===== config.mk =====
export PLATFORM = sky130hd
export DESIGN_NAME = apu
export DESIGN_NICKNAME = d
export VERILOG_FILES = /design/src/apu_pkg.sv /design/src/apu_registers.sv /design/src/frame_sequencer.sv /design/src/pulse_channel.sv /design/src/triangle_channel.sv /design/src/mixer.sv /design/src/apu.sv
export SDC_FILE = /design/constraint.sdc
export NUM_CORES = 1
export LEC_CHECK = 0
export ABC_AREA = 1
export BUFFER_PORTS_ARGS = -buffer_cell sky130_fd_sc_hd__buf_2
export CORE_ASPECT_RATIO = 0.75
export CORE_UTILIZATION = 55
export CTS_BUF_LIST = sky130_fd_sc_hd__clkbuf_8 sky130_fd_sc_hd__clkbuf_16
export CTS_CLUSTER_SIZE = 40
export DETAILED_ROUTE_END_ITERATION = 10
export PLACE_DENSITY = 0.8
export SLEW_MARGIN = 25
export SYNTH_ARGS = -nofsm -noshare
export SYNTH_HDL_FRONTEND = slang
export SYNTH_HIERARCHICAL = 1
export SYNTH_SLANG_ARGS = --single-unit

===== constraint.sdc =====
create_clock -name clk -period 6.1 [get_ports clk]
set_clock_uncertainty 0.05 [all_clocks]
set_input_delay 0.305 -clock clk [delete_from_list [all_inputs] [get_ports clk]]
set_output_delay 0.305 -clock clk [all_outputs]
set_load 0.02 [all_outputs]

===== src/apu_pkg.sv =====
`default_nettype none

package apu_pkg;

  // Register slots of the CPU-side port.
  typedef enum logic [4:0] {
    PULSE0_CTL   = 5'd0,
    PULSE0_SWEEP = 5'd1,
    PULSE0_LO    = 5'd2,
    PULSE0_HI    = 5'd3,
    PULSE1_CTL   = 5'd4,
    PULSE1_SWEEP = 5'd5,
    PULSE1_LO    = 5'd6,
    PULSE1_HI    = 5'd7,
    TRI_LINEAR   = 5'd8,
    TRI_LO       = 5'd10,
    TRI_HI       = 5'd11,
    STATUS       = 5'd21,
    FRAME_CTL    = 5'd23
  } reg_addr_e;

  typedef enum logic [1:0] {
    STEP0,
    STEP1,
    STEP2,
    STEP3
  } seq_step_e;

  // Laid out in register order, so four bytes map straight onto it.
  typedef struct packed {
    logic [4:0]  length_index;  // Slot 3/7, upper bits.
    logic [10:0] timer_period;  // Slot 3/7 low bits and slot 2/6.
    logic [7:0]  sweep;         // Slot 1/5, no sweep unit behind it.
    logic [1:0]  duty;
    logic        length_halt;   // Also loops the envelope.
    logic        const_vol;
    logic [3:0]  vol;
  } pulse_regs_t;

  typedef struct packed {
    logic [4:0]  length_index;
    logic [10:0] timer_period;
    logic        length_halt;   // Doubles as the linear counter control flag.
    logic [6:0]  linear_load_data;
  } triangle_regs_t;

  typedef struct packed {
    logic triangle_en;
    logic pulse1_en;
    logic pulse0_en;
  } status_t;

  typedef struct packed {
    logic mode;
    logic inhibit_interrupt;
  } frame_ctl_t;

  localparam logic [15:0] PULSE_WEIGHT    = 16'd256;
  localparam logic [15:0] TRIANGLE_WEIGHT = 16'd192;

  // Length counter load values.
  function automatic logic [7:0] length_lookup(input logic [4:0] index);
    logic [7:0] count;
    case (index)
      5'd0:    count = 8'd10;
      5'd1:    count = 8'd254;
      5'd2:    count = 8'd20;
      5'd3:    count = 8'd2;
      5'd4:    count = 8'd40;
      5'd5:    count = 8'd4;
      5'd6:    count = 8'd80;
      5'd7:    count = 8'd6;
      5'd8:    count = 8'd160;
      5'd9:    count = 8'd8;
      5'd10:   count = 8'd60;
      5'd11:   count = 8'd10;
      5'd12:   count = 8'd14;
      5'd13:   count = 8'd12;
      5'd14:   count = 8'd26;
      5'd15:   count = 8'd14;
      5'd16:   count = 8'd12;
      5'd17:   count = 8'd16;
      5'd18:   count = 8'd24;
      5'd19:   count = 8'd18;
      5'd20:   count = 8'd48;
      5'd21:   count = 8'd20;
      5'd22:   count = 8'd96;
      5'd23:   count = 8'd22;
      5'd24:   count = 8'd192;
      5'd25:   count = 8'd24;
      5'd26:   count = 8'd72;
      5'd27:   count = 8'd26;
      5'd28:   count = 8'd16;
      5'd29:   count = 8'd28;
      5'd30:   count = 8'd32;
      default: count = 8'd30;
    endcase
    return count;
  endfunction

  // Next value of a channel length counter, shared by pulse and triangle.
  function automatic logic [7:0] length_next(
    input logic [7:0] count,
    input logic       enable,
    input logic       load,
    input logic       tick,
    input logic       halt,
    input logic [4:0] index
  );
    logic [7:0] result;
    result = count;
    if (!enable)
      result = 8'd0;  // A cleared status bit wins over everything.
    else if (load)
      result = length_lookup(index);
    else if (tick && !halt && (count != 8'd0))
      result = count - 8'd1;
    return result;
  endfunction

endpackage

`default_nettype wire


===== src/apu_registers.sv =====
`timescale 1ns/1ps
`default_nettype none

module apu_registers (
  input  logic             clk,
  input  logic             rst,
  input  logic [4:0]       reg_addr,
  input  logic [7:0]       reg_data,
  input  logic             reg_en,
  input  logic             reg_we,
  output logic [23:0][7:0] reg_array,
  output logic [23:0]      reg_updates
);

  logic wr;

  // Slots 24 to 31 do not exist and are dropped.
  assign wr = reg_en && reg_we && (reg_addr < 5'd24);

  always_ff @(posedge clk) begin
    if (rst) begin
      reg_array   <= '0;
      reg_updates <= '0;
    end else begin
      reg_updates <= '0;  // Strobes last one clock.
      if (wr) begin
        reg_array[reg_addr]   <= reg_data;
        reg_updates[reg_addr] <= 1'b1;  // Seen together with the new byte.
      end
    end
  end

  // One write per clock, so never more than one strobe.
  a_updates_onehot: assert property (
    @(posedge clk) disable iff (rst) $onehot0(reg_updates)
  );

endmodule

`default_nettype wire


===== src/frame_sequencer.sv =====
`timescale 1ns/1ps
`default_nettype none

module frame_sequencer #(
  parameter logic [15:0] STEP_PERIOD = 16'd3729
) (
  input  logic               clk,
  input  logic               rst,
  input  logic               apu_clk_en,
  input  apu_pkg::frame_ctl_t ctl,
  input  logic               load,
  output logic               quarter_clk_en,
  output logic               half_clk_en,
  output logic               interrupt
);

  logic [15:0]        divider;
  apu_pkg::seq_step_e step;
  logic               step_done;
  logic               half_step;

  assign step_done = (divider == STEP_PERIOD - 16'd1);
  assign half_step = (step == apu_pkg::STEP1) || (step == apu_pkg::STEP3);

  always_ff @(posedge clk) begin
    if (rst) begin
      divider        <= '0;
      step           <= apu_pkg::STEP0;
      quarter_clk_en <= 1'b0;
      half_clk_en    <= 1'b0;
      interrupt      <= 1'b0;
    end else begin
      quarter_clk_en <= 1'b0;
      half_clk_en    <= 1'b0;
      if (load) begin
        // Restart the sequence from the top.
        divider <= '0;
        step    <= apu_pkg::STEP0;
        if (ctl.inhibit_interrupt)
          interrupt <= 1'b0;
      end else if (apu_clk_en) begin
        if (step_done) begin
          divider        <= '0;
          step           <= apu_pkg::seq_step_e'(step + 2'd1);
          quarter_clk_en <= 1'b1;
          half_clk_en    <= half_step;
          // Only the 4-step mode raises the IRQ.
          if ((step == apu_pkg::STEP3) && !ctl.inhibit_interrupt && !ctl.mode)
            interrupt <= 1'b1;
        end else begin
          divider <= divider + 16'd1;
        end
      end
    end
  end

  a_half_with_quarter: assert property (
    @(posedge clk) disable iff (rst) half_clk_en |-> quarter_clk_en
  );

endmodule

`default_nettype wire


===== src/pulse_channel.sv =====
`timescale 1ns/1ps
`default_nettype none

module pulse_channel (
  input  logic                 clk,
  input  logic                 rst,
  input  logic                 apu_clk_en,
  input  logic                 quarter_clk_en,
  input  logic                 half_clk_en,
  input  logic                 enable,
  input  apu_pkg::pulse_regs_t regs,
  input  logic                 env_load,
  input  logic                 length_load,
  output logic [3:0]           out
);

  logic [10:0] timer;
  logic [2:0]  duty_step;
  logic [7:0]  duty_pattern;
  logic        env_start;
  logic [3:0]  env_div;
  logic [3:0]  env_decay;
  logic [3:0]  volume;
  logic [7:0]  length_count;
  logic        audible;

  // Waveforms for 12.5, 25, 50 and inverted 25 percent.
  always_comb begin
    case (regs.duty)
      2'd0:    duty_pattern = 8'b0100_0000;
      2'd1:    duty_pattern = 8'b0110_0000;
      2'd2:    duty_pattern = 8'b0111_1000;
      default: duty_pattern = 8'b1001_1111;
    endcase
  end

  // Timer and duty position.
  always_ff @(posedge clk) begin
    if (rst) begin
      timer     <= '0;
      duty_step <= '0;
    end else begin
      if (apu_clk_en) begin
        if (timer == 11'd0) begin
          timer     <= regs.timer_period;
          duty_step <= duty_step + 3'd1;
        end else begin
          timer <= timer - 11'd1;
        end
      end
      if (length_load)
        duty_step <= 3'd0;  // New note starts at the top of the waveform.
    end
  end

  // Envelope: divider clocks a 15-to-0 decay.
  always_ff @(posedge clk) begin
    if (rst) begin
      env_start <= 1'b0;
      env_div   <= '0;
      env_decay <= '0;
    end else begin
      if (quarter_clk_en) begin
        if (env_start) begin
          env_start <= 1'b0;
          env_div   <= regs.vol;
          env_decay <= 4'd15;
        end else if (env_div == 4'd0) begin
          env_div <= regs.vol;
          if (env_decay != 4'd0)
            env_decay <= env_decay - 4'd1;
          else if (regs.length_halt)
            env_decay <= 4'd15;  // Looping envelope.
        end else begin
          env_div <= env_div - 4'd1;
        end
      end
      if (env_load)
        env_start <= 1'b1;
    end
  end

  always_ff @(posedge clk) begin
    if (rst)
      length_count <= '0;
    else
      length_count <= apu_pkg::length_next(length_count, enable, length_load,
                                           half_clk_en, regs.length_halt,
                                           regs.length_index);
  end

  assign volume  = regs.const_vol ? regs.vol : env_decay;
  assign audible = duty_pattern[3'd7 - duty_step] && (length_count != 8'd0) &&
                   (regs.timer_period >= 11'd8) && enable;  // Short periods are muted.
  assign out     = audible ? volume : 4'd0;

  // Disabled means silent now and an empty length counter next clock.
  a_silent_when_disabled: assert property (
    @(posedge clk) disable iff (rst)
    !enable |-> (out == 4'd0) ##1 (length_count == 8'd0)
  );

endmodule

`default_nettype wire


===== src/triangle_channel.sv =====
`timescale 1ns/1ps
`default_nettype none

module triangle_channel (
  input  logic                    clk,
  input  logic                    rst,
  input  logic                    cpu_clk_en,
  input  logic                    quarter_clk_en,
  input  logic                    half_clk_en,
  input  logic                    enable,
  input  apu_pkg::triangle_regs_t regs,
  input  logic                    load,
  output logic [3:0]              out
);

  logic [10:0] timer;
  logic [4:0]  seq_step;
  logic [6:0]  linear_count;
  logic        linear_reload;
  logic [7:0]  length_count;
  logic        running;

  assign running = (linear_count != 7'd0) && (length_count != 8'd0);

  // Timer runs at CPU rate, twice the pulse rate.
  always_ff @(posedge clk) begin
    if (rst) begin
      timer    <= '0;
      seq_step <= '0;
    end else if (cpu_clk_en) begin
      if (timer == 11'd0) begin
        timer <= regs.timer_period;
        if (running)
          seq_step <= seq_step + 5'd1;
      end else begin
        timer <= timer - 11'd1;
      end
    end
  end

  // Linear counter.
  always_ff @(posedge clk) begin
    if (rst) begin
      linear_count  <= '0;
      linear_reload <= 1'b0;
    end else begin
      if (quarter_clk_en) begin
        if (linear_reload)
          linear_count <= regs.linear_load_data;
        else if (linear_count != 7'd0)
          linear_count <= linear_count - 7'd1;
        if (!regs.length_halt)
          linear_reload <= 1'b0;  // Halt keeps reloading every quarter.
      end
      if (load)
        linear_reload <= 1'b1;
    end
  end

  always_ff @(posedge clk) begin
    if (rst)
      length_count <= '0;
    else
      length_count <= apu_pkg::length_next(length_count, enable, load,
                                           half_clk_en, regs.length_halt,
                                           regs.length_index);
  end

  // Ramp up over the low half, down over the high half.
  // The sequencer just stops, so the last level is held.
  assign out = seq_step[4] ? ~seq_step[3:0] : seq_step[3:0];

endmodule

`default_nettype wire


===== src/mixer.sv =====
`timescale 1ns/1ps
`default_nettype none

module mixer (
  input  logic        clk,
  input  logic        rst,
  input  logic [3:0]  pulse0,
  input  logic [3:0]  pulse1,
  input  logic [3:0]  triangle,
  output logic [15:0] out
);

  logic [4:0]  pulse_sum;
  logic [17:0] mix_sum;

  assign pulse_sum = {1'b0, pulse0} + {1'b0, pulse1};
  assign mix_sum   = 18'(pulse_sum) * 18'(apu_pkg::PULSE_WEIGHT) +
                     18'(triangle) * 18'(apu_pkg::TRIANGLE_WEIGHT);

  always_ff @(posedge clk) begin
    if (rst)
      out <= '0;
    else if (mix_sum > 18'h0_FFFF)
      out <= 16'hFFFF;  // Clip.
    else
      out <= mix_sum[15:0];
  end

endmodule

`default_nettype wire


===== src/apu.sv =====
`timescale 1ns/1ps
`default_nettype none

module apu #(
  parameter logic [15:0] STEP_PERIOD = 16'd3729
) (
  input  logic        clk,
  input  logic        rst,
  input  logic        cpu_clk_en,
  input  logic        apu_clk_en,
  input  logic [4:0]  reg_addr,
  input  logic [7:0]  reg_data,
  input  logic        reg_en,
  input  logic        reg_we,
  output logic        irq_l,
  output logic [15:0] audio_out
);

  logic [23:0][7:0] reg_array;
  logic [23:0]      reg_updates;

  apu_pkg::pulse_regs_t    pulse0_regs, pulse1_regs;
  apu_pkg::triangle_regs_t triangle_regs;
  apu_pkg::status_t        status;
  apu_pkg::frame_ctl_t     frame_ctl;

  logic       quarter_clk_en, half_clk_en;
  logic       frame_interrupt;
  logic [3:0] pulse0_out, pulse1_out, triangle_out;

  apu_registers mm_reg (
    .clk, .rst, .reg_addr, .reg_data, .reg_en, .reg_we,
    .reg_array, .reg_updates);

  // Register bytes viewed as channel fields.
  assign pulse0_regs   = reg_array[apu_pkg::PULSE0_HI:apu_pkg::PULSE0_CTL];
  assign pulse1_regs   = reg_array[apu_pkg::PULSE1_HI:apu_pkg::PULSE1_CTL];
  assign triangle_regs = {reg_array[apu_pkg::TRI_HI], reg_array[apu_pkg::TRI_LO],
                          reg_array[apu_pkg::TRI_LINEAR]};  // Slot 9 is unused.
  assign status        = reg_array[apu_pkg::STATUS][2:0];
  assign frame_ctl     = reg_array[apu_pkg::FRAME_CTL][7:6];

  frame_sequencer #(.STEP_PERIOD(STEP_PERIOD)) fs (
    .clk, .rst, .apu_clk_en, .ctl(frame_ctl),
    .load(reg_updates[apu_pkg::FRAME_CTL]),
    .quarter_clk_en, .half_clk_en, .interrupt(frame_interrupt));

  pulse_channel pulse0_channel (
    .clk, .rst, .apu_clk_en, .quarter_clk_en, .half_clk_en,
    .enable(status.pulse0_en), .regs(pulse0_regs),
    .env_load(reg_updates[apu_pkg::PULSE0_CTL]),
    .length_load(reg_updates[apu_pkg::PULSE0_HI]),
    .out(pulse0_out));

  pulse_channel pulse1_channel (
    .clk, .rst, .apu_clk_en, .quarter_clk_en, .half_clk_en,
    .enable(status.pulse1_en), .regs(pulse1_regs),
    .env_load(reg_updates[apu_pkg::PULSE1_CTL]),
    .length_load(reg_updates[apu_pkg::PULSE1_HI]),
    .out(pulse1_out));

  triangle_channel tc (
    .clk, .rst, .cpu_clk_en, .quarter_clk_en, .half_clk_en,
    .enable(status.triangle_en), .regs(triangle_regs),
    .load(reg_updates[apu_pkg::TRI_HI]),
    .out(triangle_out));

  mixer linear_mixer (
    .clk, .rst, .pulse0(pulse0_out), .pulse1(pulse1_out),
    .triangle(triangle_out), .out(audio_out));

  assign irq_l = ~frame_interrupt;  // Active-low IRQ line.

endmodule

`default_nettype wire


==> impl_metrics.json <==
{
  "status": "complete, but fails checks",
  "failed_checks": "design-rule violations",
  "p_total_mw": 4.093,
  "worst-r2r-cell-count": 15,
  "place_ws_ns": 2.896,
  "area_growth_pct": 6.025,
  "vias": 12530,
  "cts_sinks": 206,
  "drv_cap": 0,
  "critical_path_class": "flip-flop to flip-flop",
  "die_x_um": 179.5,
  "syn_area_um2": 13000,
  "hpwl_mm": 22.09,
  "routabilityCongestion": 0.8988,
  "crit_path_start": "mm_reg/reg_array[38]",
  "postPlaceCellArea_um2": 13050,
  "grt_usage_pct": 25.49,
  "end_kind": "flip-flop",
  "crit_family": "adder cells",
  "reg2reg_from": "mm_reg/reg_array[38]",
  "min_period_ns": 3.261,
  "clockBufferDepth": 3,
  "finalHoldViolCount": 0,
  "syn_area_per_cell_um2": 6.404,
  "cts_max_level": 1,
  "slowest_delay_ns": 0.42,
  "nNetsFinal": 2074,
  "grt_first_pass_wirelength_mm": 51.92,
  "clock.fmax_mhz": 306.6,
  "drive_gt1_share_pct": 10.42,
  "grt_setup_unrepaired": "no",
  "final_area_um2": 13780,
  "setup_ws_ns": 2.839,
  "maxSlewViolCount": 0,
  "critPathLaunchType": "flip-flop",
  "cp_num_cells": 15,
  "cts_root_buf": "clkbuf_16",
  "relSlewSlack_pct": 44.46,
  "tns_ns": 0,
  "drt_iter0_markers": 1314,
  "grt_max_degree": 78,
  "cts_resized": 0,
  "grt_overflow_total": 0,
  "cp_max_fo": 5,
  "start_util_pct": 56.22,
  "cts_tree": "done",
  "worst_pin_slew_ns": 0.8320,
  "path_clk_slew_ns": 0.07,
  "viasPerCell": 5.433,
  "antennaDiodeCount": 0,
  "cts_setup_buffers": 0,
  "grt_pass1_vias": 10900,
  "p_per_area_nw_per_um2": 297.0,
  "numCtsBuffers": 22,
  "hp-class": "input pin to flip-flop",
  "worstPathArrival_ns": 3.61,
  "fillers": 2125,
  "ant_nets": 0,
  "slowest_stage": "fa_1",
  "fin_crit_sh_pct": 53.46,
  "rows": 48,
  "dieArea_um2": 24260,
  "worstSkewPairLatency_ns": 0.52,
  "r2r_slack_ns": 2.84,
  "routedWlPerCell_um": 13.64,
  "totalWireLength_mm": 31.46,
  "crit_top_cell": "ha_1",
  "p_leak_nw": 6.196,
  "required_ns": 6.45,
  "setup_viol": 0,
  "synthCells": 2030,
  "firstDrtPassIters": 8,
  "io_buffers": 27,
  "worstPathCellList": "inv_1 > ha_1 > or2_2 > nand2_1 > o211ai_1 > a21oi_1 > nor3_1 > ha_1 > fa_1 > xor2_1 > ha_1 > nand3_1 > nand3_1 > nor2_1 > nor2_2",
  "core_area_um2": 23120,
  "io_pins": 36,
  "r2r_end": "linear_mixer/out[12]",
  "drcViolationCount": 4,
  "antenna_found_initial": 0,
  "critPathCapture": "linear_mixer/out[12]",
  "ir_drop_mv": 0.2088,
  "yosysWarnings": 6,
  "postCtsHoldBufs": 0,
  "critPathBufInv": 1,
  "die_y_um": 135.1
}
worst reg2reg max path: stages, from the launching register on:
cell,delay (ns)
dfxtp_1,0.38
inv_1,0.06
ha_1,0.18
or2_2,0.31
nand2_1,0.06
o211ai_1,0.08
a21oi_1,0.35
nor3_1,0.10
ha_1,0.23
fa_1,0.42
xor2_1,0.19
ha_1,0.35
nand3_1,0.10
nand3_1,0.09
nor2_1,0.14
nor2_2,0.05
worst min path at each step:
stage                                startpoint                  endpoint  slack [ns]  cells after the start
after global placement    mm_reg/reg_updates[4]  pulse1_channel/env_start        0.37                      2
after global routing                 cpu_clk_en               tc/timer[4]        0.19                      3
after detailed placement  mm_reg/reg_updates[0]  pulse0_channel/env_start        0.38                      2
final                                cpu_clk_en               tc/timer[4]        0.16                      3
after CTS                            cpu_clk_en               tc/timer[6]        0.14                      3
after floorplan                             rst              fs/interrupt        0.32                      1
state kept, by name, indices dropped and copies added, names as in the netlist, 8 cells and up:
register and cells:
mm_reg/reg_array 77, tc/timer 11, linear_mixer/out 8, pulse1_channel/timer 11, fs/divider 16, pulse1_channel/length_count 8
pulse0_channel/length_count 8, pulse0_channel/timer 11, tc/length_count 8
per-layer routing:
layer	up-vias	GRT usage [%]	part of all wire, %
met5	-	0	0
met4	0	5.747	1.6
met3	45	3.575	6.9
met2	386	40.15	44
met1	5776	36.94	48
li1	6322	-	-
through the flow:
step | util (%) | hold slack (ns) | std cells
6_report | 59.61 | 0.1575 | 2306
5_1_grt | 59.61 | 0.1869 | 2306
4_1_cts | 59.61 | 0.1437 | 2306
3_5_place_dp | 56.43 | 0.3821 | 2269
3_3_place_gp | 56.42 | 0.3707 | 2269
2_1_floorplan | - | 0.3241 | 2037
cell usage in the layout (no fill, tap or decap), types with 27 or more instances in the layout:
cell type  instances
buf_2             27
nand2_2           32
inv_2             28
dfxtp_1          206
o21ai_0           91
a21oi_1          112
nand2_1          450
nor2_1           371
nor3_1            30
ha_1              59
nand3_1          186
nor2_2            33
inv_1            196
area by class of cell:
type	instances	area [um2]	area share (%)
flip-flops and latches	206	4124	29.92
clock inverters	11	117.6	0.8533
multi-input cells	1506	7537	54.68
well taps	300	375.4	2.723
inverters	227	854.6	6.200
repair buffers	30	157.7	1.144
clock buffers	26	616.8	4.475
report_power, final:
| part | internal [mW] | switching [mW] | leakage [nW] |
|---|---|---|---|
| Sequential | 1.43 | 0.117 | 1.67 |
| Combinational | 0.399 | 0.775 | 4.18 |
| Clock | 0.805 | 0.568 | 0.350 |
| Total | 2.63 | 1.46 | 6.20 |
Note: power is estimated with default switching activity, not from simulation.
